`config.mk`:
```
export PLATFORM = sky130hd
export DESIGN_NAME = egress_port_demux
export DESIGN_NICKNAME = d
export VERILOG_FILES = /design/src/design/egress_pkg.sv /design/src/design/egress_port_demux.sv
export SDC_FILE = /design/constraint.sdc
export NUM_CORES = 1
export LEC_CHECK = 0
export ABC_AREA = 0
export BUFFER_PORTS_ARGS = -buffer_cell sky130_fd_sc_hd__buf_2
export CORE_ASPECT_RATIO = 0.6
export CORE_MARGIN = 2
export CORE_UTILIZATION = 40
export CTS_BUF_LIST = sky130_fd_sc_hd__clkbuf_2
export CTS_CLUSTER_SIZE = 14
export DETAILED_ROUTE_END_ITERATION = 10
export GPL_ROUTABILITY_DRIVEN = 0
export PLACE_DENSITY_LB_ADDON = 0.15
export SLEW_MARGIN = 10
export SYNTH_ARGS = -nofsm -noshare
export SYNTH_HDL_FRONTEND = slang
export SYNTH_SLANG_ARGS = --single-unit
```
`constraint.sdc`:
```
create_clock -name clk_ifc -period 1.4 [get_ports clk_ifc]
set_clock_uncertainty 0.15 [all_clocks]
set_input_delay 0.07 -clock clk_ifc [delete_from_list [all_inputs] [get_ports clk_ifc]]
set_output_delay 0.07 -clock clk_ifc [all_outputs]
set_load 0.01 [all_outputs]
```
`src/design/egress_pkg.sv`:
```
// Egress package
// Constants and types shared by the port demux, the word buffers and the width converters

package egress_pkg;

    ////////////////////////////////////////////////////////////////////////////
    // Sizes

    // Input stream word in bytes
    localparam int IN_BYTES = 8;

    // Physical port groups, 8-bit ports come first in the port numbering
    localparam int NUM_8B_PORTS  = 3;
    localparam int NUM_32B_PORTS = 3;
    localparam int NUM_PORTS     = NUM_8B_PORTS + NUM_32B_PORTS;
    localparam int PORT_IDX_BITS = $clog2(NUM_PORTS);

    // Per-port word buffer
    localparam int FIFO_DEPTH    = 16;
    localparam int FIFO_PTR_BITS = $clog2(FIFO_DEPTH);

    ////////////////////////////////////////////////////////////////////////////
    // Types

    // Input word, byte 0 of the packet sits in bits 7:0
    typedef logic [IN_BYTES*8-1:0] in_word_t;

    // Byte-valid mask, bit i covers bits 8i+7 down to 8i
    typedef logic [IN_BYTES-1:0]   in_keep_t;

    typedef logic [PORT_IDX_BITS-1:0] port_idx_t;
    typedef logic [FIFO_PTR_BITS-1:0] fifo_ptr_t;

    // Lanes of the physical ports
    typedef logic [7:0]  lane8_t;
    typedef logic [31:0] lane32_t;

    // Width converter states
    typedef enum logic {
        CONV_IDLE,
        CONV_SEND
    } conv_state_t;

endpackage
```
`src/design/egress_port_demux.sv`:
```
// Egress port demux
// Latches the port number of each packet and steers its words to that port's buffer

`timescale 1ns/100ps

module egress_port_demux (
    input  logic                          clk_ifc,
    input  logic                          arst_n,
    input  logic                          in_valid,
    input  egress_pkg::in_word_t          in_data,
    input  egress_pkg::in_keep_t          in_keep,
    input  logic                          in_last,
    input  egress_pkg::port_idx_t         in_port,
    output logic [egress_pkg::NUM_PORTS-1:0] word_wr,
    output egress_pkg::in_word_t          word_data,
    output egress_pkg::in_keep_t          word_keep,
    output logic                          word_last
);

    // High when the next valid beat opens a packet
    logic                  sop;
    egress_pkg::port_idx_t port_q;
    egress_pkg::port_idx_t cur_port;
    logic                  port_ok;

    // First beat uses in_port directly, the rest of the packet the latched copy
    assign cur_port = sop ? in_port : port_q;

    // Port numbers past the last physical port drop the whole packet
    assign port_ok = cur_port < egress_pkg::NUM_PORTS;

    ////////////////////////////////////////////////////////////////////////////
    // Packet tracking and write strobes

    always_ff @(posedge clk_ifc or negedge arst_n) begin
        if (!arst_n) begin
            sop     <= 1'b1;
            port_q  <= '0;
            word_wr <= '0;
        end else begin
            word_wr <= '0;
            if (in_valid) begin
                sop <= in_last;
                if (sop) begin
                    port_q <= in_port;
                end
                if (port_ok) begin
                    word_wr[cur_port] <= 1'b1;
                end
            end
        end
    end

    // Word payload shared by all buffers
    always_ff @(posedge clk_ifc) begin
        if (in_valid) begin
            word_data <= in_data;
            word_keep <= in_keep;
            word_last <= in_last;
        end
    end

    // Closing beat must carry at least one byte, the converters rely on it
    assert property (@(posedge clk_ifc) disable iff (!arst_n)
        in_valid && in_last |-> in_keep != '0)
        else $error("demux: in_last beat with empty in_keep");

endmodule

```
* Yosys cells after proc, flatten, opt, wreduce, memory -nomap -nowiden
Index checks and enable logic that the tools add are counted.
** Storage, ports and cells
- Output and inout bits :: 79
- Input bits :: 79
- Bits in registers :: 83
** Operators by class
- Reductions and logical operators :: 1
- Mux-type cells :: 5
- Magnitude comparators :: 3
** Operators with widths (count)
- 2-to-1 mux 6 bit :: 2
- < comparator 3 x 4 -> 1 bit (second input constant) :: 1
- demux 1 bit (select 3 bit) :: 1
- >= comparator 3 x 1 -> 1 bit (second input constant) :: 1
- < comparator 3 bit (second input constant) :: 1
- 2-to-1 mux 3 bit :: 1
- logical AND 1 bit :: 1
- 2-to-1 mux 1 bit :: 1

* Longest topological paths before layout
- Depth in word-level cells :: 7
- Mapped depth :: 3
- Depth with buffers taken out :: 2

* Worst setup path after synthesis
OpenSTA, ideal clock, no wires.
- Path kind :: register to register
- Start :: register sop
- End :: register word_wr[0] (netlist bit)
- Data required time :: 1.156 ns
- Cell stages (with the launch flop) :: 4
- Arrival :: 1.158 ns
- Slack :: -0.002 ns
- Path through :: dfstp_2 buf_6 or3b_1 a211oi_1
** On the way
- Cells in the longest elaborated chain, start to end :: 7
- Elaborated cells between the ends (all ways) :: 9
- Classes of those cells :: order compare (3); mux (5); reduce/logical (1)
** Ends and longest elaborated chain
- start, declared :: RTL line egress_port_demux.sv:21 : logic sop;
- start signal, assigned :: RTL line egress_port_demux.sv:43 : sop <= in_last;
- 2-to-1 mux 3 bit *
- < comparator 3 x 4 -> 1 bit (not written as such) / >= comparator 3 x 1 -> 1 bit (equally long branches) :: RTL line egress_port_demux.sv:48 : word_wr[cur_port] <= 1'b1;
- logical AND 1 bit (not written as such) :: RTL line egress_port_demux.sv:48
- 2-to-1 mux 1 bit (not written as such) :: RTL line egress_port_demux.sv:48
- demux 1 bit (select 3 bit) :: RTL line egress_port_demux.sv:48
- 2-to-1 mux 6 bit * :: RTL line egress_port_demux.sv:47 : if (port_ok) begin
- 2-to-1 mux 6 bit * :: RTL line egress_port_demux.sv:42 : if (in_valid) begin
- end signal, assigned :: RTL line egress_port_demux.sv:39 : word_wr <= '0;
- end signal, assigned :: RTL line egress_port_demux.sv:41 : word_wr <= '0;
- end signal, assigned by index :: RTL line egress_port_demux.sv:48
- end, declared :: RTL line egress_port_demux.sv:14 : output logic [egress_pkg::NUM_PORTS-1:0] word_wr,
Mark *: on every way between the ends. The rest lies on a longest branch, timed or not.
A chain may end at the register's enable or synchronous reset.

* Worst setup path after layout
Same ends and word-level chain as after synthesis.

==> reports/qor.txt <==
clock root buffer -> clkbuf_2
Core ar. -> 6220 sq um
Synth Net Count -> 184
Max VDD drop -> 0.716 mV
register area -> 2440 sq um
via/cell ratio -> 4.37
drt drc -> 0
Mapped Avg Cell Area -> 25.0 sq um
Yosys reg bits -> 83
area of the die -> 7240 sq um
Hold Vio Cnt, Final -> 0
most frequent cells in the layout -> buf_2 (155), dlygate4sd3_1 (79), edfxtp_1 (73)
Async S/R FF share, synth -> 0.120
Clock Sinks -> 83
Via Count -> 1,946
Critical Path End Type -> register
max cap viols -> 0
unrepaired setup endpoints after global routing -> yes
multi-input logic area -> 196 sq um
final WL -> 6960 microns
clk_lat worst skew -> 0.49 ns
row count -> 22
die height -> 66.7 microns
Reg clk slew, reported paths -> 0.22 ns
status -> complete, but fails checks
grt ovf -> 0
H-tree levels -> 3
P&R area growth vs syn -> 72.9%
first-pass GRT wire length -> 10,300 microns
post-CTS setup repair buffer count -> 0
synthesized area -> 2620 sq um
CP Cell Sequence -> or3b_4 > a211oi_1
leakage -> 0.00197 uW
Clock Tree Buf Depth -> 2
layout cells sized above 1 -> 0.532
Worst-Margin Slew -> 0.467 ns
CTS tree -> yes
detailed router's first-iteration violation count -> 41
number of global-route vias before repair -> 2,115
post-synthesis cell count -> 105
Finished Layout Cells -> 445
register-to-register setup slack -> -0.08 ns
CP peak stage delay -> 0.65 ns
setup_tns -> -0.273 ns
port bufs -> 157
placed cell count -> 350
Synth warnings -> 0
register area share after synthesis -> 0.932
antenna-violating nets left -> 0
min Tclk post-route -> 1.48 ns
Cell variety after synth -> 15
fmax -> 677 MHz
CP Class -> register to register
CP required -> 1.66 ns
worst-path maximum fanout -> 6
initial antenna violation count -> 0
Relative slew margins -> 0.688
ANT cells -> 0
Startpoint Class -> register
final core occ -> 0.728
Worst path slowest cell -> dfstp_2
Fill cells -> 447
layout net count -> 435
Routed wire per std cell -> 15.6 microns
most common cell after layout, fill and taps aside -> buf_2
PwrDens -> 1130 nW/um^2
# setup viols final -> 6
number of flops mapped to enable cells by yosys -> 73
failing checks -> negative setup slack
Main synth FF type -> edfxtp_1
Place WS -> -0.0469 ns
final period utilization -> 1.06
IO Pins -> 158
drt pass-1 iters -> 4
largest net degree at the start of global routing -> 39
Worst EP arrival -> 1.74 ns
CTS Buf Count -> 9
HP Class -> primary input to register
Horiz. Die Dim -> 109 microns
Global Route Usage Sum -> 0.200
initial core utilization -> 0.421
Slew Viols, Final -> 0
fin worst setup slack -> -0.0774 ns
sequential cells by signal, indices dropped and copies added, names as in the netlist:
name	flops
word_data	64
word_keep	8
word_wr	6
port_q	3
sop	1
word_last	1
metal layers:
| layer | vias up | wire length [microns] | global-route usage |
|---|---|---|---|
| li1 | 921 | - | - |
| met1 | 914 | 2740 | 0.219 |
| met2 | 105 | 3490 | 0.345 |
| met3 | 6 | 693 | 0.0978 |
| met4 | 0 | 38 | 0.0625 |
| met5 | - | 0 | 0 |
metrics by stage:
step / power, uW / cell area (sq um) / hold WS [ns]
floorplan: 3200 / 2620 / -0.376
global placement: 3550 / 3570 / -0.211
detailed placement: 3570 / 3570 / -0.205
CTS: 5130 / 4510 / 0.0549
global route: 5340 / 4530 / 0.0218
finish: 5100 / 4530 / 0.113
synth_stat cells, types with 2 or more instances:
cell type | count | area (sq um)
or3b_1 | 2 | 17.5
edfxtp_1 | 73 | 2190
dfrtp_1 | 9 | 225
nand3b_1 | 2 | 15.0
a211oi_1 | 6 | 45.0
mux2_2 | 4 | 45.0
worst max-delay path: cells and delay by family, from the launching register on:
family	cells	cell delay, ns
and+or+nand+nor	1	0.40
AOI/OAI and AO/OA	1	0.19
DFF	1	0.65
final timing paths:
check	startpoint	cells after the start	end
min in group asynchronous	arst_n	3	word_wr[5]$_DFF_PN0_
min reg2reg	port_q[1]$_DFFE_PN0P_	1	port_q[1]$_DFFE_PN0P_
min	in_keep[0]	2	word_keep[0]$_DFFE_PP_
max in group asynchronous	arst_n	3	sop$_DFFE_PN1P_
max	sop$_DFFE_PN1P_	2	word_wr[0]$_DFF_PN0_
max reg2reg	sop$_DFFE_PN1P_	2	word_wr[0]$_DFF_PN0_
logic make-up (layout without fill, tap and decap cells):
logic type | Yosys count | in the layout | synth area share
flip-flops | 83 | 83 | 0.932
multiplexers | 5 | 5 | 0.0210
AND/OR/NAND/NOR | 8 | 8 | 0.0220
buffers and inverters | 2 | 258 | 0.00573
AO/OA/AOI/OAI | 7 | 7 | 0.0191
layout make-up:
cell class / count / share of cell area
flip-flops and latches: 83 / 0.539
repair buffers: 241 / 0.364
multi-input cells: 20 / 0.0433
well taps: 84 / 0.0232
clock inverters: 5 / 0.0177
clock buffers: 11 / 0.0121
inverters: 1 / 0.000828
repair_timing:
action | in CTS | in global routing
resized for setup | 5 | 4
endpoints found under the hold margin | 166 | 0
hold buffers | 79 | 0
endpoints found under the setup margin | 6 | 40
cloned | 0 | 0
pin swaps | 2 | 3
power by group:
part           leakage [uW]  internal (uW)  switching, uW  total [uW]
clock network     0.0000782            602            781        1380
registers          0.000842           2910           67.4        2980
logic               0.00105            409            332         740
(Power assumes the default switching activity.)
