### src/design/egress_pkg.sv
// Egress package
// Constants and types shared by the port demux, the word buffers and the width converters

package egress_pkg;

    ////////////////////////////////////////////////////////////////////////////
    // Sizes

    // Input stream word in bytes
    localparam int IN_BYTES = 8;

    // Physical port groups, 8-bit ports come first in the port numbering
    localparam int NUM_8B_PORTS  = 3;
    localparam int NUM_32B_PORTS = 3;
    localparam int NUM_PORTS     = NUM_8B_PORTS + NUM_32B_PORTS;
    localparam int PORT_IDX_BITS = $clog2(NUM_PORTS);

    // Per-port word buffer
    localparam int FIFO_DEPTH    = 16;
    localparam int FIFO_PTR_BITS = $clog2(FIFO_DEPTH);

    ////////////////////////////////////////////////////////////////////////////
    // Types

    // Input word, byte 0 of the packet sits in bits 7:0
    typedef logic [IN_BYTES*8-1:0] in_word_t;

    // Byte-valid mask, bit i covers bits 8i+7 down to 8i
    typedef logic [IN_BYTES-1:0]   in_keep_t;

    typedef logic [PORT_IDX_BITS-1:0] port_idx_t;
    typedef logic [FIFO_PTR_BITS-1:0] fifo_ptr_t;

    // Lanes of the physical ports
    typedef logic [7:0]  lane8_t;
    typedef logic [31:0] lane32_t;

    // Width converter states
    typedef enum logic {
        CONV_IDLE,
        CONV_SEND
    } conv_state_t;

endpackage
### src/design/egress_word_fifo.sv
// Egress word buffer
// Circular buffer of input words per port, drops writes when full and flags it

`timescale 1ns/100ps

module egress_word_fifo (
    input  logic                 clk_ifc,
    input  logic                 arst_n,
    input  logic                 wr,
    input  egress_pkg::in_word_t wr_data,
    input  egress_pkg::in_keep_t wr_keep,
    input  logic                 wr_last,
    output logic                 rd_valid,
    output egress_pkg::in_word_t rd_data,
    output egress_pkg::in_keep_t rd_keep,
    output logic                 rd_last,
    input  logic                 pop,
    output logic                 overflow
);

    // Storage
    egress_pkg::in_word_t data_mem [egress_pkg::FIFO_DEPTH];
    egress_pkg::in_keep_t keep_mem [egress_pkg::FIFO_DEPTH];
    logic                 last_mem [egress_pkg::FIFO_DEPTH];

    egress_pkg::fifo_ptr_t wr_ptr;
    egress_pkg::fifo_ptr_t rd_ptr;

    // One bit wider than the pointers so that a full buffer is distinct from empty
    logic [egress_pkg::FIFO_PTR_BITS:0] count;

    logic full;
    logic wr_en;

    assign full  = count == egress_pkg::FIFO_DEPTH;
    assign wr_en = wr && !full;

    ////////////////////////////////////////////////////////////////////////////
    // Pointers, fill level and overflow flag

    always_ff @(posedge clk_ifc or negedge arst_n) begin
        if (!arst_n) begin
            wr_ptr   <= '0;
            rd_ptr   <= '0;
            count    <= '0;
            overflow <= 1'b0;
        end else begin
            if (wr_en) begin
                wr_ptr <= wr_ptr + 1'b1;
            end
            if (pop) begin
                rd_ptr <= rd_ptr + 1'b1;
            end
            case ({wr_en, pop})
                2'b10:   count <= count + 1'b1;
                2'b01:   count <= count - 1'b1;
                default: count <= count;
            endcase
            // Sticky until the next reset
            if (wr && full) begin
                overflow <= 1'b1;
            end
        end
    end

    always_ff @(posedge clk_ifc) begin
        if (wr_en) begin
            data_mem[wr_ptr] <= wr_data;
            keep_mem[wr_ptr] <= wr_keep;
            last_mem[wr_ptr] <= wr_last;
        end
    end

    // Head word, visible the cycle after it was written
    assign rd_valid = count != '0;
    assign rd_data  = data_mem[rd_ptr];
    assign rd_keep  = keep_mem[rd_ptr];
    assign rd_last  = last_mem[rd_ptr];

    // The converter only takes a word that is there
    assert property (@(posedge clk_ifc) disable iff (!arst_n)
        pop |-> rd_valid)
        else $error("word_fifo: pop while empty");

endmodule

### config.mk
export PLATFORM = sky130hd
export DESIGN_NAME = egress_word_fifo
export DESIGN_NICKNAME = d
export VERILOG_FILES = /design/src/design/egress_pkg.sv /design/src/design/egress_word_fifo.sv
export SDC_FILE = /design/constraint.sdc
export NUM_CORES = 1
export LEC_CHECK = 0
export BUFFER_PORTS_ARGS = -buffer_cell sky130_fd_sc_hd__buf_2
export CAP_MARGIN = 40
export CELL_PAD_IN_SITES_DETAIL_PLACEMENT = 0
export CELL_PAD_IN_SITES_GLOBAL_PLACEMENT = 2
export CORE_MARGIN = 2
export CORE_UTILIZATION = 43
export CTS_BUF_LIST = sky130_fd_sc_hd__clkbuf_4 sky130_fd_sc_hd__clkbuf_8
export DETAILED_ROUTE_END_ITERATION = 7
export PLACE_DENSITY = 0.69
export SLEW_MARGIN = 40
export SYNTH_ARGS = -nofsm -noshare
export SYNTH_HDL_FRONTEND = slang
export SYNTH_SLANG_ARGS = --single-unit
### constraint.sdc
create_clock -name clk_ifc -period 8.4 [get_ports clk_ifc]
set_input_delay 0.84 -clock clk_ifc [delete_from_list [all_inputs] [get_ports clk_ifc]]
set_output_delay 0.84 -clock clk_ifc [all_outputs]
set_load 0.05 [all_outputs]
Word level (Yosys, flattened, before mapping) --
Memories as Yosys holds them, arrays and structs flattened. Cells that the tools add are included.
Word-level totals: bits in registers 14, bits in writable memories 1168, input port bits 77, output and inout bits 75, memories kept 3
Cells by class: add/sub/neg operators 4, equal/unequal tests 3, muxes and demuxes 3, reduce and logical (&&, ||, !) cells 5
Memories:
- data_mem | depth 16, width 64, read ports 1, clocked after Yosys merged registers in 0, wr ports 1, line egress_word_fifo.sv:22 | egress_pkg::in_word_t data_mem [egress_pkg::FIFO_DEPTH];
- keep_mem | depth 16, width 8, read ports 1, clocked after Yosys merged registers in 0, wr ports 1, line egress_word_fifo.sv:23 | egress_pkg::in_keep_t keep_mem [egress_pkg::FIFO_DEPTH];
- last_mem | depth 16, width 1, read ports 1, clocked after Yosys merged registers in 0, wr ports 1, line egress_word_fifo.sv:24 | logic last_mem [egress_pkg::FIFO_DEPTH];
Operator list (count):
- 5-bit one-hot mux with 2 select lines | 1
- 4-bit by 1-bit adder with 4-bit output, second input constant | 2
- 5-bit by 1-bit adder with 5-bit output, second input constant | 1
- 5-bit equality test, second input constant | 1
- 5-bit nonzero test | 1
- 5-bit by 1-bit subtractor with 5-bit output, second input constant | 1
- 2-bit by 1-bit equality test with 1-bit output, second input constant | 1
- 2-bit equality test, second input constant | 1
- 1-bit logical AND | 2
- 1-bit two-way mux | 2
- 2-bit nonzero test | 1
- 1-bit zero test | 1

Logic depth before layout (Yosys ltp) --
Gate-level depths: netlist of run 1.
word-level depth 5, gate-level depth with buffers 12

Least setup slack after synthesis of run 1 --
OpenSTA, ideal clock, no wires.
path type input -> register, start in wr, end mem data_mem[3][0] in the netlist's numbering (enable), library setup time 594 ps, arrival 6286 ps, slack 1521 ps, cell stages on the path 3, path through a21boi_2 nand2_1 nor3_1
On the way: word-level cells in the longest chain between the ends 3
RTL lines:
- from (decl) | line egress_word_fifo.sv:9 | input logic wr,
- 1-bit logical AND | line egress_word_fifo.sv:36 | assign wr_en = wr && !full;
- 1-bit two-way mux | line egress_word_fifo.sv:67 | if (wr_en) begin
- 1-bit two-way mux (not written as such) | line egress_word_fifo.sv:68 | data_mem[wr_ptr] <= wr_data;
- to (decl) | line egress_word_fifo.sv:22
No other way between the ends.

Final worst setup path of run 1 --
start reg rd_ptr[0], end out rd_data[48]
On the way: word-level cells in the longest chain between the ends 1
RTL lines:
- from (decl) | line egress_word_fifo.sv:27 | egress_pkg::fifo_ptr_t rd_ptr;
- from (signal assigned) | line egress_word_fifo.sv:52 | rd_ptr <= rd_ptr + 1'b1;
- memory 16 x 64 bit
- to (decl) | line egress_word_fifo.sv:14 | output egress_pkg::in_word_t rd_data,
No other way between the ends.

==> results.ini, run 1 <==
[synth]
synth_top_area_cell=edfxtp_1
ys_types=32
synth-simple-area-share_pct=1.086
syn-num-nets=1959
synth_compound_gate_area_share_pct=2.596
yosysWarnings=0
syn_inst=1873
synth_area_per_cell_sq_um=23.75
ys_seq_area_share_pct=79.62
synthTopCellsByArea=edfxtp_1 (79%), mux4_2 (14%), a22oi_1 (2.5%)
netlist_area_sq_um=44490
synthMuxAreaShare_pct=14.90
synth_top_family_by_area=multiplexers
synthAdderAreaFrac_pct=0.2531
synth-seq-cells=1182
synth_top_cell_area_share_pct=78.83
synth-xor-area-share_pct=0.2559

[timing]
relSlewSlack_pct=43.35
finalSetupTns_ps=0
finalSetupViolCount=0
hold_violations=0
grt_setup_unrepaired=false
fmax_mhz=215.0
final_max_slew_viol_count=0
clock_skew_ps=28.63
min_period_ps=4652
worst_pin_slew_ps=847.8
fin_crit_sh_pct=55.38

[clock_tree]
cts_inserted_buffers=189
cts_setup_buffers=0
cts.sinks=1182
insertion_delay_ps=820
clk_pin_slew_ps=60
cts_max_path_buffers=3
h-tree-depth=4
cts_tree=built
clock-root-buffer=clkbuf_8

[worst_setup_path]
worstSetupStartpointType=flip-flop
timing.rr.start=count[2]
cp_max_fo=58
critPathLaunch=rd_ptr[0]
crit_path_end=rd_data[48]
reg2reg_slack_ps=4670
worst_ep_arrival_time_ps=3810
setup.worst_path.class=flip-flop to primary output
reg2reg_depth=6
r2r-end=data_mem[15][33]
worstPathRequired_ps=7560
crit_path_end_kind=primary output

[grt]
grt_pass1_wl_mm=150.4
grt_max_degree=135
antenna_found_initial=16
track_usage_pct=19.49
grt_pass1_vias=22230
overflow=0

[routing]
wl_mm=101.9
drt_iter0_drc=1763
postRouteAntennaNets=0
first_pass_iters=5
num_vias=20700
wire_per_inst_um=27.66
drc_errors=0
routed_via_density=5.620

[finish]
final_nets=2256
final_util_pct=49.72
syn2layout_area_growth_pct=14.19
drive_gt1_share_pct=34.62
layout_common_cells=edfxtp_1 (1168), mux4_2 (284), clkbuf_8 (196)
layout_commonest_cell=edfxtp_1
final_area_sq_um=50800
stdcell_count=3683

[floorplanning]
num_rows=117
dieArea_sq_um=106100
ioPinCount=152
die_w_um=325.7
die_y_um=325.7
coreArea_sq_um=102200
initial_core_util_pct=43.54

[power]
p_total_w=0.01813
power_density_nw_per_um2=356.9
leakagePower_nw=16.27
max-vdd-ir-drop_mv=0.2359

[place]
dp_hpwl_mm=50.98
dp.cells=3345
placed_area_sq_um=47220
portBuffers=151
gp_congestion=0.7122

[run_status]
outcome=finished clean

[min_path]
hp-class=input pin to flip-flop

[flow_run]
drv_cap=0

==> flip-flops by register name, indices dropped and copies added (netlist names) <==
| name | flops |
|---|---|
| rd_ptr | 4 |
| wr_ptr | 4 |
| count | 5 |
| overflow | 1 |
| keep_mem | 128 |
| last_mem | 16 |
| data_mem | 1024 |
==> cells in the mapped netlist, drive strengths merged <==
| cell type | instances |
|---|---|
| a31o | 1 |
| and2 | 1 |
| mux2 | 2 |
| xor2 | 6 |
| dfrtp | 14 |
| a21boi | 1 |
| a311oi | 1 |
| nor2 | 15 |
| nand4 | 3 |
| xnor2 | 7 |
| nand3 | 1 |
| nor3 | 5 |
| nand4bb | 1 |
| mux4 | 292 |
| a22oi | 146 |
| inv | 3 |
| nand2 | 82 |
| ha | 9 |
| edfxtp | 1168 |
| o21ai | 4 |
| nor4 | 1 |
| a21oi | 2 |
| buf | 59 |
| nand2b | 3 |
| nor2b | 2 |
| clkbuf | 43 |
| nand4b | 1 |
==> per-layer routing <==
layer	routed length [um]	GRT usage [%]
met4	2129	5.780
met3	6212	4.537
met5	65	0
met2	49510	31.02
met1	43950	27.03
==> cell type report <==
class,instances,area (sq um)
timing repair buffer,208,1479
clock buffer,251,3110
sequential,1182,35430
inverter,3,11.26
tap,1368,1712
multi-input combinational,586,8628
antenna,4,10.01
fill,8311,51380
clock inverter,81,420.4
==> power by group <==
group          total, W  internal, W  switching, W
combinational   0.00626      0.00215       0.00411
clock           0.00459      0.00243       0.00216
sequential      0.00728      0.00711      0.000177
==> worst max-delay path, cell delays in order (launching register included) <==
cell,delay [ps]
dfrtp_4,580
buf_12,250
buf_12,370
buf_16,380
mux4_1,640
a22oi_1,230
nand2_1,140
buf_2,240
==> worst min-delay path by stage <==
| stage | endpoint | depth (start not counted) | slack [ps] | from |
|---|---|---|---|---|
| after floorplan | count[4] | 1 | 490 | count[4] |
| after global placement | overflow | 1 | 460 | overflow |
| after detailed placement | overflow | 1 | 470 | overflow |
| after CTS | overflow | 2 | 180 | wr |
| after global routing | overflow | 2 | 230 | wr |
| final | overflow | 2 | 280 | wr |
==> kinds of logic (layout without fill, tap and decap cells) <==
group	Yosys count	count (layout)
AOI/OAI and AO/OA	155	155
xor gates and xnor gates	13	13
adders and majority gates	9	9
buffers and inverters	105	543
DFF	1182	1182
muxes	294	294
other	0	4
and+or+nand+nor	115	115
==> through the flow <==
stage	worst slack (ps)	hold slack, ps
floorplan	1521	492.9
global placement	4090	456.8
detailed placement	4303	470.6
CTS	3554	183.0
global route	3359	225.4
finish	3748	275.9
==> what timing repair did <==
item / in CTS / in global routing
hold buffers: 1 / 0
resized for setup: 0 / 0
endpoints found under the hold margin: 14 / 0
Note: power is estimated with default switching activity, not from simulation.
==> inputs of run 2 (changes only) <==
==> constraint.sdc (replaced) <==
create_clock -name clk_ifc -period 4.74 [get_ports clk_ifc]
set_input_delay 0.474 -clock clk_ifc [delete_from_list [all_inputs] [get_ports clk_ifc]]
set_output_delay 0.474 -clock clk_ifc [all_outputs]
set_load 0.05 [all_outputs]
==> run 2 against run 1 <==
Die area unchanged. Utilization up 0.91 points. Flip-flop and latch count unchanged. Worst hold slack worse by 200 ps. Clock power up 81%. Critical endpoint is now rd_data[56]. Sequential power up 79%. Via count up 2.0%. Global-route usage up 0.28 points. Final cell count up 2.4%. First-iteration DRC count up 17%. Combinational power up 79%.
==> results.ini, run 2 (synthesized netlist as in run 1, its figures left out) <==
[min_path]
hp-class=input pin to async pin  ; was input pin to flip-flop

[clock_tree]
cts.sinks=1182  ; unchanged
h-tree-depth=4  ; unchanged
insertion_delay_ps=850  ; was 820 ps
cts_max_path_buffers=3  ; unchanged
clock-root-buffer=clkbuf_8  ; unchanged
cts_tree=built  ; unchanged
cts_inserted_buffers=191  ; was 189
clk_pin_slew_ps=60  ; about the same
cts-resized-gates=0  ; unchanged

[finish]
final_util_pct=50.62  ; was 49.72%
reg.largest.list=data_mem (1024), keep_mem (128), last_mem (16)  ; unchanged
drive_gt1_share_pct=34.04  ; was 34.62%
largest_reg_flops=1024  ; unchanged
layout_commonest_cell=edfxtp_1  ; unchanged
syn2layout_area_growth_pct=16.27  ; was 14.19%
top_register=data_mem  ; unchanged
stdcell_count=3772  ; was 3683
layout_common_cells=edfxtp_1 (1168), mux4_2 (284), clkbuf_8 (192)  ; was edfxtp_1 (1168), mux4_2 (284), clkbuf_8 (196)
final_nets=2345  ; was 2256

[routing]
drt_iter0_drc=2068  ; was 1763
postRouteAntennaNets=0  ; unchanged
num_vias=21110  ; was 20700
wl_mm=103.9  ; was 101.9 mm
drc_errors=0  ; unchanged
first_pass_iters=5  ; unchanged
routed_via_density=5.597  ; was 5.620
wire_per_inst_um=27.55  ; was 27.66 um

[power]
power_density_nw_per_um2=627.2  ; was 356.9 nW/um^2
leakagePower_nw=16.68  ; was 16.27 nW
max-vdd-ir-drop_mv=0.5387  ; was 0.2359 mV
p_total_w=0.03245  ; was 0.01813 W

[place]
dp_hpwl_mm=51.82  ; was 50.98 mm
gp_congestion=0.7010  ; was 0.7122
dp.cells=3357  ; was 3345
portBuffers=151  ; unchanged

[worst_setup_path]
critPathLaunch=rd_ptr[0]  ; unchanged
worstPathRequired_ps=4270  ; was 7560 ps
crit_path_end=rd_data[56]  ; was rd_data[48]
reg2reg_depth=5  ; was 6
reg2reg_slack_ps=1680  ; was 4670 ps
worstSetupStartpointType=flip-flop  ; unchanged
timing.rr.start=count[1]  ; was count[2]
worst_ep_arrival_time_ps=3320  ; was 3810 ps
r2r-end=data_mem[13][16]  ; was data_mem[15][33]
cp_max_fo=32  ; was 58
crit_path_end_kind=primary output  ; unchanged
setup.worst_path.class=flip-flop to primary output  ; unchanged

[timing]
finalSetupTns_ps=0  ; unchanged
relSlewSlack_pct=43.85  ; was 43.35%
min_period_ps=3797
grt_setup_unrepaired=false  ; unchanged
final_max_slew_viol_count=0  ; unchanged
fmax_mhz=263.4
worst_pin_slew_ps=842.3  ; was 847.8 ps
finalSetupViolCount=0  ; unchanged
fin_crit_sh_pct=80.10
clock_skew_ps=32.95  ; was 28.63 ps
hold_violations=0  ; unchanged

[grt]
overflow=0  ; unchanged
grt_pass1_wl_mm=152.0  ; was 150.4 mm
grt_pass1_vias=22650  ; was 22230
track_usage_pct=19.77  ; was 19.49%
grt_max_degree=55  ; was 135
antenna_found_initial=7  ; was 16

[floorplanning]
ioPinCount=152  ; unchanged
dieArea_sq_um=106100  ; unchanged
initial_core_util_pct=43.54  ; unchanged
die_y_um=325.7  ; unchanged
num_rows=117  ; unchanged
coreArea_sq_um=102200  ; unchanged
die_w_um=325.7  ; unchanged

[flow_run]
drv_cap=0  ; unchanged

[run_status]
outcome=finished clean  ; unchanged

## run 2: changes by cell type in the layout (fill, tap and decap cells not counted), moves of 3 or more
cell           delta
buf_6             -3
inv_6             +3
nor3_4            +4
nor3_2            -4
clkbuf_8          -4
buf_4            +10
buf_12           +13
diode_2           -3
buf_16            -7
clkbuf_4          +8
dlygate4sd3_1    +75
## run 2: how the worst min path moves through the flow
stage,end,slack (ps),cells after the start
floorplan,count[0],180,0
global placement,overflow,420,1
detailed placement,overflow,420,1
CTS,rd_ptr[0],8,2
global route,count[0],60,2
finish,rd_ptr[0],80,2
## run 2: timing repair
item | 4_1_cts | 5_1_grt
hold buffers | 76 | 0
buffers inserted | 0 | 0
endpoints found under the hold margin | 1187 | 0
## run 2: worst max-delay path: stages, from the launching register on
cell and delay (ps):
dfrtp_4 620, buf_12 260, buf_12 310, mux4_2 530, a22oi_1 240, nand2_1 180
buf_2 260
## run 2: through the flow
step | hold slack [ps] | cell area, sq um | worst slack [ps]
floorplan | 178.4 | 44510 | 1.219
global placement | 415.1 | 47270 | 1578
detailed placement | 420.8 | 47350 | 1553
CTS | 8.050 | 51710 | 589.9
global route | 63.43 | 51730 | 731.7
finish | 75.92 | 51730 | 943.1
## run 2: routing by layer
| metal | track usage (%) | wire length (um) | up-vias |
|---|---|---|---|
| met3 | 4.597 | 6232 | 136 |
| met4 | 4.979 | 1579 | 8 |
| met5 | 0 | 56 | - |
| li1 | - | - | 8857 |
| met1 | 27.57 | 45110 | 11470 |
| met2 | 31.73 | 50920 | 644 |
## run 2: where the power goes
part           total [W]  switching (W)  internal, W  leakage, nW
clock            0.00830        0.00392      0.00439         1.90
combinational     0.0112        0.00726      0.00391         4.07
sequential        0.0130       0.000380       0.0126         10.7
total             0.0324         0.0116       0.0209         16.7
## run 2: area by class of cell
type / instances / area (sq um)
clock buffer: 255 / 3115
fill: 8260 / 50450
tap: 1368 / 1712
clock inverter: 82 / 479.2
sequential: 1182 / 35430
antenna: 1 / 2.502
multi-input combinational: 586 / 8653
timing repair buffer: 295 / 2323
inverter: 3 / 11.26
