File: config.mk
export PLATFORM = sky130hd
export DESIGN_NAME = egress_width_converter
export DESIGN_NICKNAME = d
export VERILOG_FILES = /design/src/design/egress_pkg.sv /design/src/design/egress_width_converter.sv
export SDC_FILE = /design/constraint.sdc
export NUM_CORES = 1
export LEC_CHECK = 0
export BUFFER_PORTS_ARGS = -buffer_cell sky130_fd_sc_hd__buf_2
export CORE_MARGIN = 10
export CORE_UTILIZATION = 45
export DETAILED_ROUTE_END_ITERATION = 10
export GPL_TIMING_DRIVEN = 0
export PLACE_DENSITY = 0.76
export SLEW_MARGIN = 10
export SYNTH_ARGS = -nofsm -noshare
export SYNTH_HDL_FRONTEND = slang
export SYNTH_SLANG_ARGS = --single-unit
File: constraint.sdc
create_clock -name clk_ifc -period 2.7 [get_ports clk_ifc]
set_clock_uncertainty 0.2 [all_clocks]
set_input_delay 0.405 -clock clk_ifc [delete_from_list [all_inputs] [get_ports clk_ifc]]
set_output_delay 0.405 -clock clk_ifc [all_outputs]
set_load 0.02 [all_outputs]
File: src/design/egress_pkg.sv
// Egress package
// Constants and types shared by the port demux, the word buffers and the width converters

package egress_pkg;

    ////////////////////////////////////////////////////////////////////////////
    // Sizes

    // Input stream word in bytes
    localparam int IN_BYTES = 8;

    // Physical port groups, 8-bit ports come first in the port numbering
    localparam int NUM_8B_PORTS  = 3;
    localparam int NUM_32B_PORTS = 3;
    localparam int NUM_PORTS     = NUM_8B_PORTS + NUM_32B_PORTS;
    localparam int PORT_IDX_BITS = $clog2(NUM_PORTS);

    // Per-port word buffer
    localparam int FIFO_DEPTH    = 16;
    localparam int FIFO_PTR_BITS = $clog2(FIFO_DEPTH);

    ////////////////////////////////////////////////////////////////////////////
    // Types

    // Input word, byte 0 of the packet sits in bits 7:0
    typedef logic [IN_BYTES*8-1:0] in_word_t;

    // Byte-valid mask, bit i covers bits 8i+7 down to 8i
    typedef logic [IN_BYTES-1:0]   in_keep_t;

    typedef logic [PORT_IDX_BITS-1:0] port_idx_t;
    typedef logic [FIFO_PTR_BITS-1:0] fifo_ptr_t;

    // Lanes of the physical ports
    typedef logic [7:0]  lane8_t;
    typedef logic [31:0] lane32_t;

    // Width converter states
    typedef enum logic {
        CONV_IDLE,
        CONV_SEND
    } conv_state_t;

endpackage
File: src/design/egress_width_converter.sv
// Egress width converter
// Splits buffered 64-bit words into lanes of OUT_BYTES, trimming the final word by its keep mask

`timescale 1ns/100ps

module egress_width_converter #(
    parameter int OUT_BYTES = 4
) (
    input  logic                   clk_ifc,
    input  logic                   arst_n,
    input  logic                   buf_valid,
    input  egress_pkg::in_word_t   buf_data,
    input  egress_pkg::in_keep_t   buf_keep,
    input  logic                   buf_last,
    output logic                   buf_pop,
    output logic                   out_valid,
    output logic [OUT_BYTES*8-1:0] out_data,
    output logic [OUT_BYTES-1:0]   out_keep,
    input  logic                   out_ready,
    output logic                   out_last
);

    egress_pkg::conv_state_t state;

    // Word being sent, the lowest remaining lane is always at the bottom
    egress_pkg::in_word_t data_sr;

    // Keep bits shift along with the data, so the word ends when nothing is kept above this lane
    egress_pkg::in_keep_t keep_sr;
    logic                 last_q;

    logic lane_final;
    logic lane_xfer;
    logic take;

    ////////////////////////////////////////////////////////////////////////////
    // Lane bookkeeping

    // No kept bytes past the current lane, this is the word's last lane
    assign lane_final = (keep_sr >> OUT_BYTES) == '0;

    assign lane_xfer = out_valid && out_ready;

    // Fetch the next word when idle or while the final lane leaves
    assign take    = buf_valid && (state == egress_pkg::CONV_IDLE || (lane_xfer && lane_final));
    assign buf_pop = take;

    always_ff @(posedge clk_ifc or negedge arst_n) begin
        if (!arst_n) begin
            state <= egress_pkg::CONV_IDLE;
        end else begin
            case (state)
                egress_pkg::CONV_IDLE: begin
                    if (take) begin
                        state <= egress_pkg::CONV_SEND;
                    end
                end
                egress_pkg::CONV_SEND: begin
                    // Stay in SEND when the next word is fetched back to back
                    if (lane_xfer && lane_final && !take) begin
                        state <= egress_pkg::CONV_IDLE;
                    end
                end
                default: state <= egress_pkg::CONV_IDLE;
            endcase
        end
    end

    // Word register and lane shifter
    always_ff @(posedge clk_ifc) begin
        if (take) begin
            data_sr <= buf_data;
            keep_sr <= buf_keep;
            last_q  <= buf_last;
        end else if (lane_xfer) begin
            data_sr <= data_sr >> (OUT_BYTES * 8);
            keep_sr <= keep_sr >> OUT_BYTES;
        end
    end

    ////////////////////////////////////////////////////////////////////////////
    // Lane outputs

    assign out_valid = state == egress_pkg::CONV_SEND;
    assign out_data  = data_sr[OUT_BYTES*8-1:0];

    // Full on every lane but the packet's last, which is partial when the length says so
    assign out_keep  = keep_sr[OUT_BYTES-1:0];
    assign out_last  = out_valid && last_q && lane_final;

    // A stalled lane holds until the sink accepts it
    assert property (@(posedge clk_ifc) disable iff (!arst_n)
        out_valid && !out_ready |=> out_valid && $stable(out_data))
        else $error("width_converter: lane changed while stalled");

endmodule

# Word level (Yosys, flattened, before mapping)
# Cells that the tools add are included.
[word_totals]
register_bits = 74
latchBits = 0
mem_bits_rw = 0
romBits = 0
input_bits = 77
output_inout_bits = 39
wordCells = 22
memories = 0
[classes]
add_sub_neg = 0
n_mul = 0
div = 0
n_lt_le_gt_ge = 0
eq_ne = 0
shift = 0
muxes = 7
n_bitwise = 1
reduce_logical = 10
[op_table]
columns = ["cell", "n"]
rows = [
  ["64-bit two-way mux", 2],
  ["8-bit two-way mux", 2],
  ["8-bit zero test", 1],
  ["1-bit logical AND", 6],
  ["1-bit two-way mux", 2],
  ["1-bit case mux with 2 select lines", 1],
  ["2-bit nonzero test", 1],
  ["1-bit zero test", 1],
  ["1-bit logical OR", 1],
  ["1-bit NOT", 1],
]

# Depth between registers and ports, before layout
# Gate-level depths: netlist (run 1).
[depth]
depth_word = 8
ltp_mapped = 5

# Worst setup path before layout (run 1)
# No wires, ideal clock.
[synth_path]
path_type = "flip-flop to flip-flop"
from = "register state, in the netlist out_valid"
to = "register data_sr[0], enable pin"
setup_ns = 0.432
arrival_ns = 2.257
slack_ns = -0.189
stages_incl_launch_ff = 3
period_less_slack_ns = 2.889
cell_sequence = "dfrtp_1 nand2b_1 nand2_1"
[synth_via]
elab_chain_cells = 5
word_cells_on_any_way = 6
classes_between = "1 x bitwise; 5 x reduce/logical"
[synth_rtl]
columns = ["element", "line", "rtl"]
rows = [
  ["from (decl)", "egress_width_converter.sv:23", "egress_pkg::conv_state_t state;"],
  ["from (signal assigned)", "egress_width_converter.sv:50", "state <= egress_pkg::CONV_IDLE;"],
  ["from (signal assigned)", "egress_width_converter.sv:55", "state <= egress_pkg::CONV_SEND;"],
  ["from (signal assigned)", "egress_width_converter.sv:61", "state <= egress_pkg::CONV_IDLE;"],
  ["1-bit logical AND", "egress_width_converter.sv:42", "assign lane_xfer = out_valid && out_ready;"],
  ["1-bit logical AND", "egress_width_converter.sv:45", "assign take = buf_valid && (state == egress_pkg::CONV_IDLE || (lane_xfer && lane_final));"],
  ["1-bit logical OR", "egress_width_converter.sv:45", ""],
  ["1-bit logical AND", "egress_width_converter.sv:45", ""],
  ["2-bit nonzero test (no line) (*)", "-", ""],
  ["to (signal assigned)", "egress_width_converter.sv:72", "data_sr <= buf_data;"],
  ["to (signal assigned)", "egress_width_converter.sv:76", "data_sr <= data_sr >> (OUT_BYTES * 8);"],
  ["to (decl)", "egress_width_converter.sv:26", "egress_pkg::in_word_t data_sr;"],
]
# Mark *: on every way between the ends. The rest lies on a longest branch, timed or not.
# A chain may end at the register's enable or synchronous reset.

# Worst setup path in the final report (run 1)
[layout_path]
from = "register keep_sr[4]"
to = "output buf_pop"
[layout_via]
elab_chain_cells = 4
[layout_rtl]
columns = ["element", "line", "rtl"]
rows = [
  ["from (decl)", "egress_width_converter.sv:29", "egress_pkg::in_keep_t keep_sr;"],
  ["from (signal assigned)", "egress_width_converter.sv:73", "keep_sr <= buf_keep;"],
  ["from (signal assigned)", "egress_width_converter.sv:77", "keep_sr <= keep_sr >> OUT_BYTES;"],
  ["8-bit zero test", "egress_width_converter.sv:40", "assign lane_final = (keep_sr >> OUT_BYTES) == '0;"],
  ["1-bit logical AND", "egress_width_converter.sv:45", ""],
  ["1-bit logical OR", "egress_width_converter.sv:45", ""],
  ["1-bit logical AND", "egress_width_converter.sv:45", ""],
  ["to (decl)", "egress_width_converter.sv:15", "output logic buf_pop,"],
]
# No other way between the ends.

==> results of run 1 <==
## final cells by class
type                       count  area share
tap                           99      0.0286
buffer                        44      0.0835
sequential                    74       0.512
multi-input combinational     81       0.186
clock buffer                  11      0.0303
timing repair buffer         117       0.142
clock inverter                 5      0.0182
## registers in the layout, indices dropped and copies added, names as in the netlist
name / count
data_sr: 64
keep_sr: 8
last_q: 1
out_valid: 1
## through the flow
step,hold WS [ns],setup WS [ns],total power [mW]
final,0.0586,0.181,2.77
after CTS,0.0375,0.135,2.80
after detailed placement,-0.0201,0.513,1.91
after floorplan,-0.0906,0.486,1.75
after global routing,0.0448,0.0223,2.88
after global placement,-0.0204,0.242,1.88
## power by group
group	leakage, nW	total (mW)	switching, mW	internal (mW)
registers	0.748	1.42	0.0306	1.39
logic	1.06	0.452	0.206	0.246
clock network	0.107	0.900	0.380	0.520
## placed cells by master (no fill, tap or decap), types with 3 or more instances in the layout
cell type  count
mux2_2         3
buf_4         36
a22o_1         4
buf_12         3
edfxtp_1      73
buf_2        116
clkbuf_8       9
mux2_4        29
clkbuf_2       3
and2_1        36
## how the worst min path moves through the flow
stage	start	to	slack, ns
floorplan	arst_n	out_valid	-0.09
global placement	arst_n	out_valid	-0.02
detailed placement	arst_n	out_valid	-0.02
CTS	buf_last	last_q	0.04
global route	buf_last	last_q	0.04
finish	buf_last	last_q	0.06
## worst max-delay path: cells and delay by family, from the launching register on
| kind | cells | cell delay (ns) |
|---|---|---|
| simple gates | 1 | 0.33 |
| flops | 1 | 0.45 |
| buf+inv | 3 | 0.61 |
| compound gates | 1 | 0.20 |
## logic make-up after synthesis
kind of cell    after synthesis  synth area share
simple gates                 43            0.0819
flops                        74             0.657
mux                          32             0.139
buf+inv                      44             0.107
compound gates                6            0.0152
## per-layer routing
| metal | GRT usage | vias up |
|---|---|---|
| li1 | - | 938 |
| met4 | 0.0522 | 0 |
| met1 | 0.107 | 876 |
| met5 | 0 | - |
| met2 | 0.205 | 58 |
| met3 | 0.0401 | 7 |
==> out/summary.txt, run 1 <==
Measured slew at the worst slew-check pin = 0.279 ns
CTS tree = yes
Width of the chip = 107 um
Pin count of the biggest net entering global routing = 57
Wire length of the first global-routing pass = 9.83 mm
Maximum single-stage delay on the critical path = 0.45 ns
Crit-path cells = nor4_4 > a31o_2 > buf_6 > buf_2 > buf_2
Clock Path Buffers = 2
CTS clock-pin slew for the worst setup and hold paths = 0.07 ns
Placed Cells incl. Taps = 414
Residual overflow from global routing = 0
Avg Vias per Cell = 4.36
Sequential fraction of the synthesis area = 0.657
Largest cells by area after synthesis = edfxtp_1, mux2_4, buf_4, and2_1, buf_12
Synth Cell Area = 3380 sq um
Final critical-path required period = 2.52 ns
Non-Filler Instances = 431
Final antenna-violating net count = 0
Initial DRT Pass Iterations = 4
NumNets Final = 404
Max frequency = 397 MHz
Overall die area = 11400 sq um
Area taken by multi-input logic gates = 805 sq um
FP Rows = 31
Post-Synthesis Net Count = 276
Final worst path period share = 0.933
Number of enable flip-flop cells after synthesis = 73
Wire length on met1 = 2.36 mm
Met3 Wirelength = 433 um
Critical-path top delay cell = edfxtp_1
Routed WL = 6.40 mm
Layout cells sized above 1 = 0.630
Outcome = completed
Post-CTS setup buffers = 0
Unique masters post-synth = 18
Sequential standard cell area = 2220 sq um
Worst reg-to-reg path cell count = 5
Weighted congestion at the end of routability-driven global placement = 0.749
Die Span Y = 107 um
Total cell area at the placement stage = 4110 sq um
Highest Signal Layer = met4
Number of storage elements in the synthesis netlist = 74
Top-level port count = 116
Reg2reg setup slack = 0.64 ns
Endpoint class of the critical path = output pin
Final core utilization = 0.594
Sum of net half-perimeters after detailed placement = 5.05 mm
Count of final setup violators = 0
Number of antenna violations at the first check in global routing = 0
Setup TNS after final layout = 0 ns
Origin of the critical flop-to-flop path = keep_sr[4]
Hold-critical path depth = 1
Number of global-route vias before repair = 2027
Starting density of the core = 0.463
Syn-to-layout area delta = 28.3%
Start point of the critical path = keep_sr[4]
Maximum resistive drop on vdd = 0.335 mV
Power density cells = 640 nW/um^2
Count of input and output buffers = 115
Final Max Tran Viols = 0
Core box area = 7290 sq um
All-layer global routing usage = 0.111
Remaining DRCs = 0
CTS Buf Count = 9
Class of the most critical hold timing path = primary input to flop
Number of instances resized during post-cts repair = 0
Most common cell in the netlist = edfxtp_1
Number of buffers inserted for hold repair after clock tree synthesis = 1
RSZ-0062 raised after global routing = false
Total leakage power = 1.92 nW
Fin. Hold Viols = 0
Number of sinks handled by clock tree synthesis = 74
Insertion delay to the later sink of the worst-skew pair = 0.33 ns
Number of H-tree levels = 3
Layout Cell Area excl Fill = 4330 sq um
Critical-path maximum fanout = 11
Most numerous cell types in the synthesized netlist = edfxtp_1, and2_1, buf_4
Arrival time reported for the critical path endpoint = 1.91 ns
Proportion of synthesized flip-flops having asynchronous set or reset = 0.0135
Cell with the most instances on the worst path = buf_2
Number of synthesis warnings = 0
Area fraction of the dominant cell type after synthesis = 0.649
Total inserted antenna cells = 0
Overall via count from detail_route = 1879
Clock tree root buffer cell = clkbuf_8
Syn avg cell area = 17.0 sq um
Avg WL per Cell = 14.9 um
Cell taking the most area after synthesis = edfxtp_1
Worst slew slack as a fraction of its limit = 0.814
Reg-to-reg endpoint = data_sr[23]
Classification of the worst setup path = flop to output pin
Critical path required time = 2.10 ns
MaxCap Viol Count = 0
Primary FF master, synth = edfxtp_1
End point of the critical path = buf_pop
Routed wire length on met2 = 3.51 mm
Number of filler instances in the final layout = 622
Type of element launching the critical path = flop
Synthesized instance count = 199
DRC violation total after the first TritonRoute iteration = 43
Power figures use the tool's default switching activity.
==> run 2: changes to the inputs <==
BUFFER_PORTS_ARGS = -buffer_cell sky130_fd_sc_hd__clkbuf_2   (was -buffer_cell sky130_fd_sc_hd__buf_2)
==> run 2 against run 1 <==
Compared with the run above: combinational power about the same; via count up 1.1%; register-to-register slack worse by 0.05 ns; total power about the same; wire length up 2.3%; first-iteration DRC count down 4.7%; sequential power about the same; final area down 0.14%; count of clock-buffer cells in the layout down 1; die area unchanged; critical path type unchanged; largest cell class unchanged.
==> out/summary.txt, run 2 (synthesized netlist as in run 1, its figures left out) <==
Routed WL = 6.55 mm (+2.3%)
Setup TNS after final layout = 0 ns (unchanged)
Avg Vias per Cell = 4.42 (+1.3%)
Residual overflow from global routing = 0 (unchanged)
Non-Filler Instances = 430 (-0.23%)
Hold path startpoint = buf_last
Type of element launching the critical path = flop
Biggest regs = data_sr x64, keep_sr x8
Fin. Hold Viols = 0 (unchanged)
Number of sinks handled by clock tree synthesis = 74 (unchanged)
Commonest cells after routing, fill and taps aside = clkbuf_2, edfxtp_1, and2_1, buf_4, mux2_4
Measured slew at the worst slew-check pin = 0.278 ns (-0.00110 ns)
Max frequency = 431 MHz (+8.5%)
Proportion of power drawn by the clock network = 0.325 (about the same)
Insertion delay to the later sink of the worst-skew pair = 0.33 ns (about the same)
Most common library cell in the layout ignoring fill and taps = clkbuf_2
Classification of the worst setup path = flop to output pin
Arrival time reported for the critical path endpoint = 1.72 ns (-0.19 ns)
Total leakage power = 1.93 nW (+0.56%)
Weighted congestion at the end of routability-driven global placement = 0.750 (+0.23%)
Power density cells = 641 nW/um^2 (+0.19%)
Worst slew slack as a fraction of its limit = 0.815 (about the same)
Crit-path cells = nor4_4 > a31o_2 > buf_6 > clkbuf_2
Proportion of power drawn by flip-flops and latches = 0.512 (about the same)
Final Max Tran Viols = 0 (unchanged)
Internal power consumption = 2.15 mW (-0.32%)
Remaining DRCs = 0 (unchanged)
Maximum resistive drop on vdd = 0.334 mV (-0.13%)
Die Span Y = 107 um (unchanged)
Overall via count from detail_route = 1899 (+1.1%)
Number of filler instances in the final layout = 632 (+1.6%)
Starting density of the core = 0.463 (unchanged)
Count of input and output buffers = 115 (unchanged)
Number of H-tree levels = 3 (unchanged)
Worst hold endpoint = last_q
RSZ-0062 raised after global routing = false
Number of antenna violations at the first check in global routing = 0 (unchanged)
Clock Path Buffers = 2 (unchanged)
Layout Cell Area excl Fill = 4320 sq um (-0.14%)
Critical-path top delay cell = edfxtp_1
Top cell family by delay on the critical path = flip-flops
All-layer global routing usage = 0.117 (+0.00590)
Total cell area at the placement stage = 4110 sq um (unchanged)
Number of flip-flops in the largest register = 64 (unchanged)
Post-place setup slack = 0.502 ns (-0.0109 ns)
Final worst path period share = 0.860 (-0.0729)
Fraction of power spent switching nets = 0.225 (+0.00287)
Reg2reg setup slack = 0.59 ns (-0.05 ns)
Width of the chip = 107 um (unchanged)
Class of the most critical hold timing path = primary input to flop
Clock tree root buffer cell = clkbuf_8
Register name with the most flops = data_sr
Number of global-route vias before repair = 2100 (+3.6%)
Placed Cells incl. Taps = 414 (unchanged)
Critical path required time = 2.10 ns (about the same)
DRC violation total after the first TritonRoute iteration = 41 (-4.7%)
Endpoint class of the critical path = output pin
Outcome = completed
Count of final setup violators = 0 (unchanged)
CTS Buf Count = 9 (unchanged)
Avg WL per Cell = 15.2 um (+2.5%)
Worst reg-to-reg path cell count = 5 (unchanged)
Initial DRT Pass Iterations = 6 (+2)
Final antenna-violating net count = 0 (unchanged)
Origin of the critical flop-to-flop path = keep_sr[4]
Total inserted antenna cells = 0 (unchanged)
Pin count of the biggest net entering global routing = 57 (unchanged)
NumNets Final = 403 (-0.25%)
Switching power = 0.625 mW (+1.3%)
Hold-critical path depth = 1 (unchanged)
Crit path buf inv count = 2 (-1)
Reg-to-reg endpoint = data_sr[23]
Overall die area = 11400 sq um (unchanged)
Maximum single-stage delay on the critical path = 0.45 ns (about the same)
Worst Hold Slack = 0.0573 ns (-0.00136 ns)
Sequential standard cell area = 2220 sq um (unchanged)
Sum of net half-perimeters after detailed placement = 5.31 mm (+5.3%)
Final critical-path required period = 2.32 ns (-0.197 ns)
Worst path setup slack after routing = 0.378 ns (+0.197 ns)
FP Rows = 31 (unchanged)
Area taken by multi-input logic gates = 805 sq um (unchanged)
Core box area = 7290 sq um (unchanged)
CTS clock-pin slew for the worst setup and hold paths = 0.08 ns (about the same)
Wire length of the first global-routing pass = 10.3 mm (+4.4%)
CTS tree = yes
MaxCap Viol Count = 0 (unchanged)
Critical-path maximum fanout = 20 (+9)
Layout cells sized above 1 = 0.628 (-0.00112)
Power share of the combinational group = 0.163 (about the same)
Syn-to-layout area delta = 28.1%
Top-level port count = 116 (unchanged)
-- run 2: worst max-delay path by stage --
stage | from | endpoint | cells after the start | slack (ns)
floorplan | out_valid | data_sr[0] | 2 | 0.49
global placement | buf_valid | data_sr[4] | 3 | 0.24
detailed placement | keep_sr[4] | buf_pop | 5 | 0.50
CTS | keep_sr[4] | buf_pop | 5 | 0.12
global route | keep_sr[4] | buf_pop | 4 | 0.21
finish | keep_sr[4] | buf_pop | 4 | 0.38
-- run 2: per-layer routing --
metal / vias to the layer above / share of wire / GRT usage
met5: - / 0 / 0
met4: 0 / 0.019 / 0.0590
met3: 10 / 0.068 / 0.0425
met2: 61 / 0.56 / 0.221
met1: 893 / 0.35 / 0.107
li1: 935 / - / -
-- run 2: metrics by stage --
stage | util | total power, mW
2_1_floorplan | - | 1.75
3_3_place_gp | 0.559 | 1.89
3_5_place_dp | 0.564 | 1.91
4_1_cts | 0.594 | 2.81
5_1_grt | 0.593 | 2.89
6_report | 0.593 | 2.77
-- run 2: layout make-up --
type,count,area share
sequential,74,0.513
multi-input combinational,81,0.186
timing repair buffer,117,0.142
buffer,43,0.0825
clock buffer,10,0.0295
tap,99,0.0286
clock inverter,6,0.0188
-- run 2: power by group through the flow --
stage                     Clock (mW)  Sequential [mW]  Combinational (mW)
after CTS                      0.926             1.42               0.466
after floorplan                    0             1.44               0.310
after detailed placement           0             1.45               0.464
after global routing           0.969             1.43               0.489
final                          0.901             1.42               0.453
after global placement             0             1.44               0.441
-- run 2: worst reg2reg max path: stages, from the launching register on --
cell      delay [ns]
edfxtp_1        0.45
nor4_4          0.32
a31o_2          0.20
buf_6           0.20
buf_12          0.18
mux2_4          0.31
-- run 2: what timing repair did --
| action | in CTS | in global routing |
|---|---|---|
| buffers inserted | 0 | 0 |
| setup endpoints to repair | 0 | 1 |
| resized for setup | 0 | 0 |
| hold endpoints to repair | 1 | 0 |
| hold buffers | 1 | 0 |
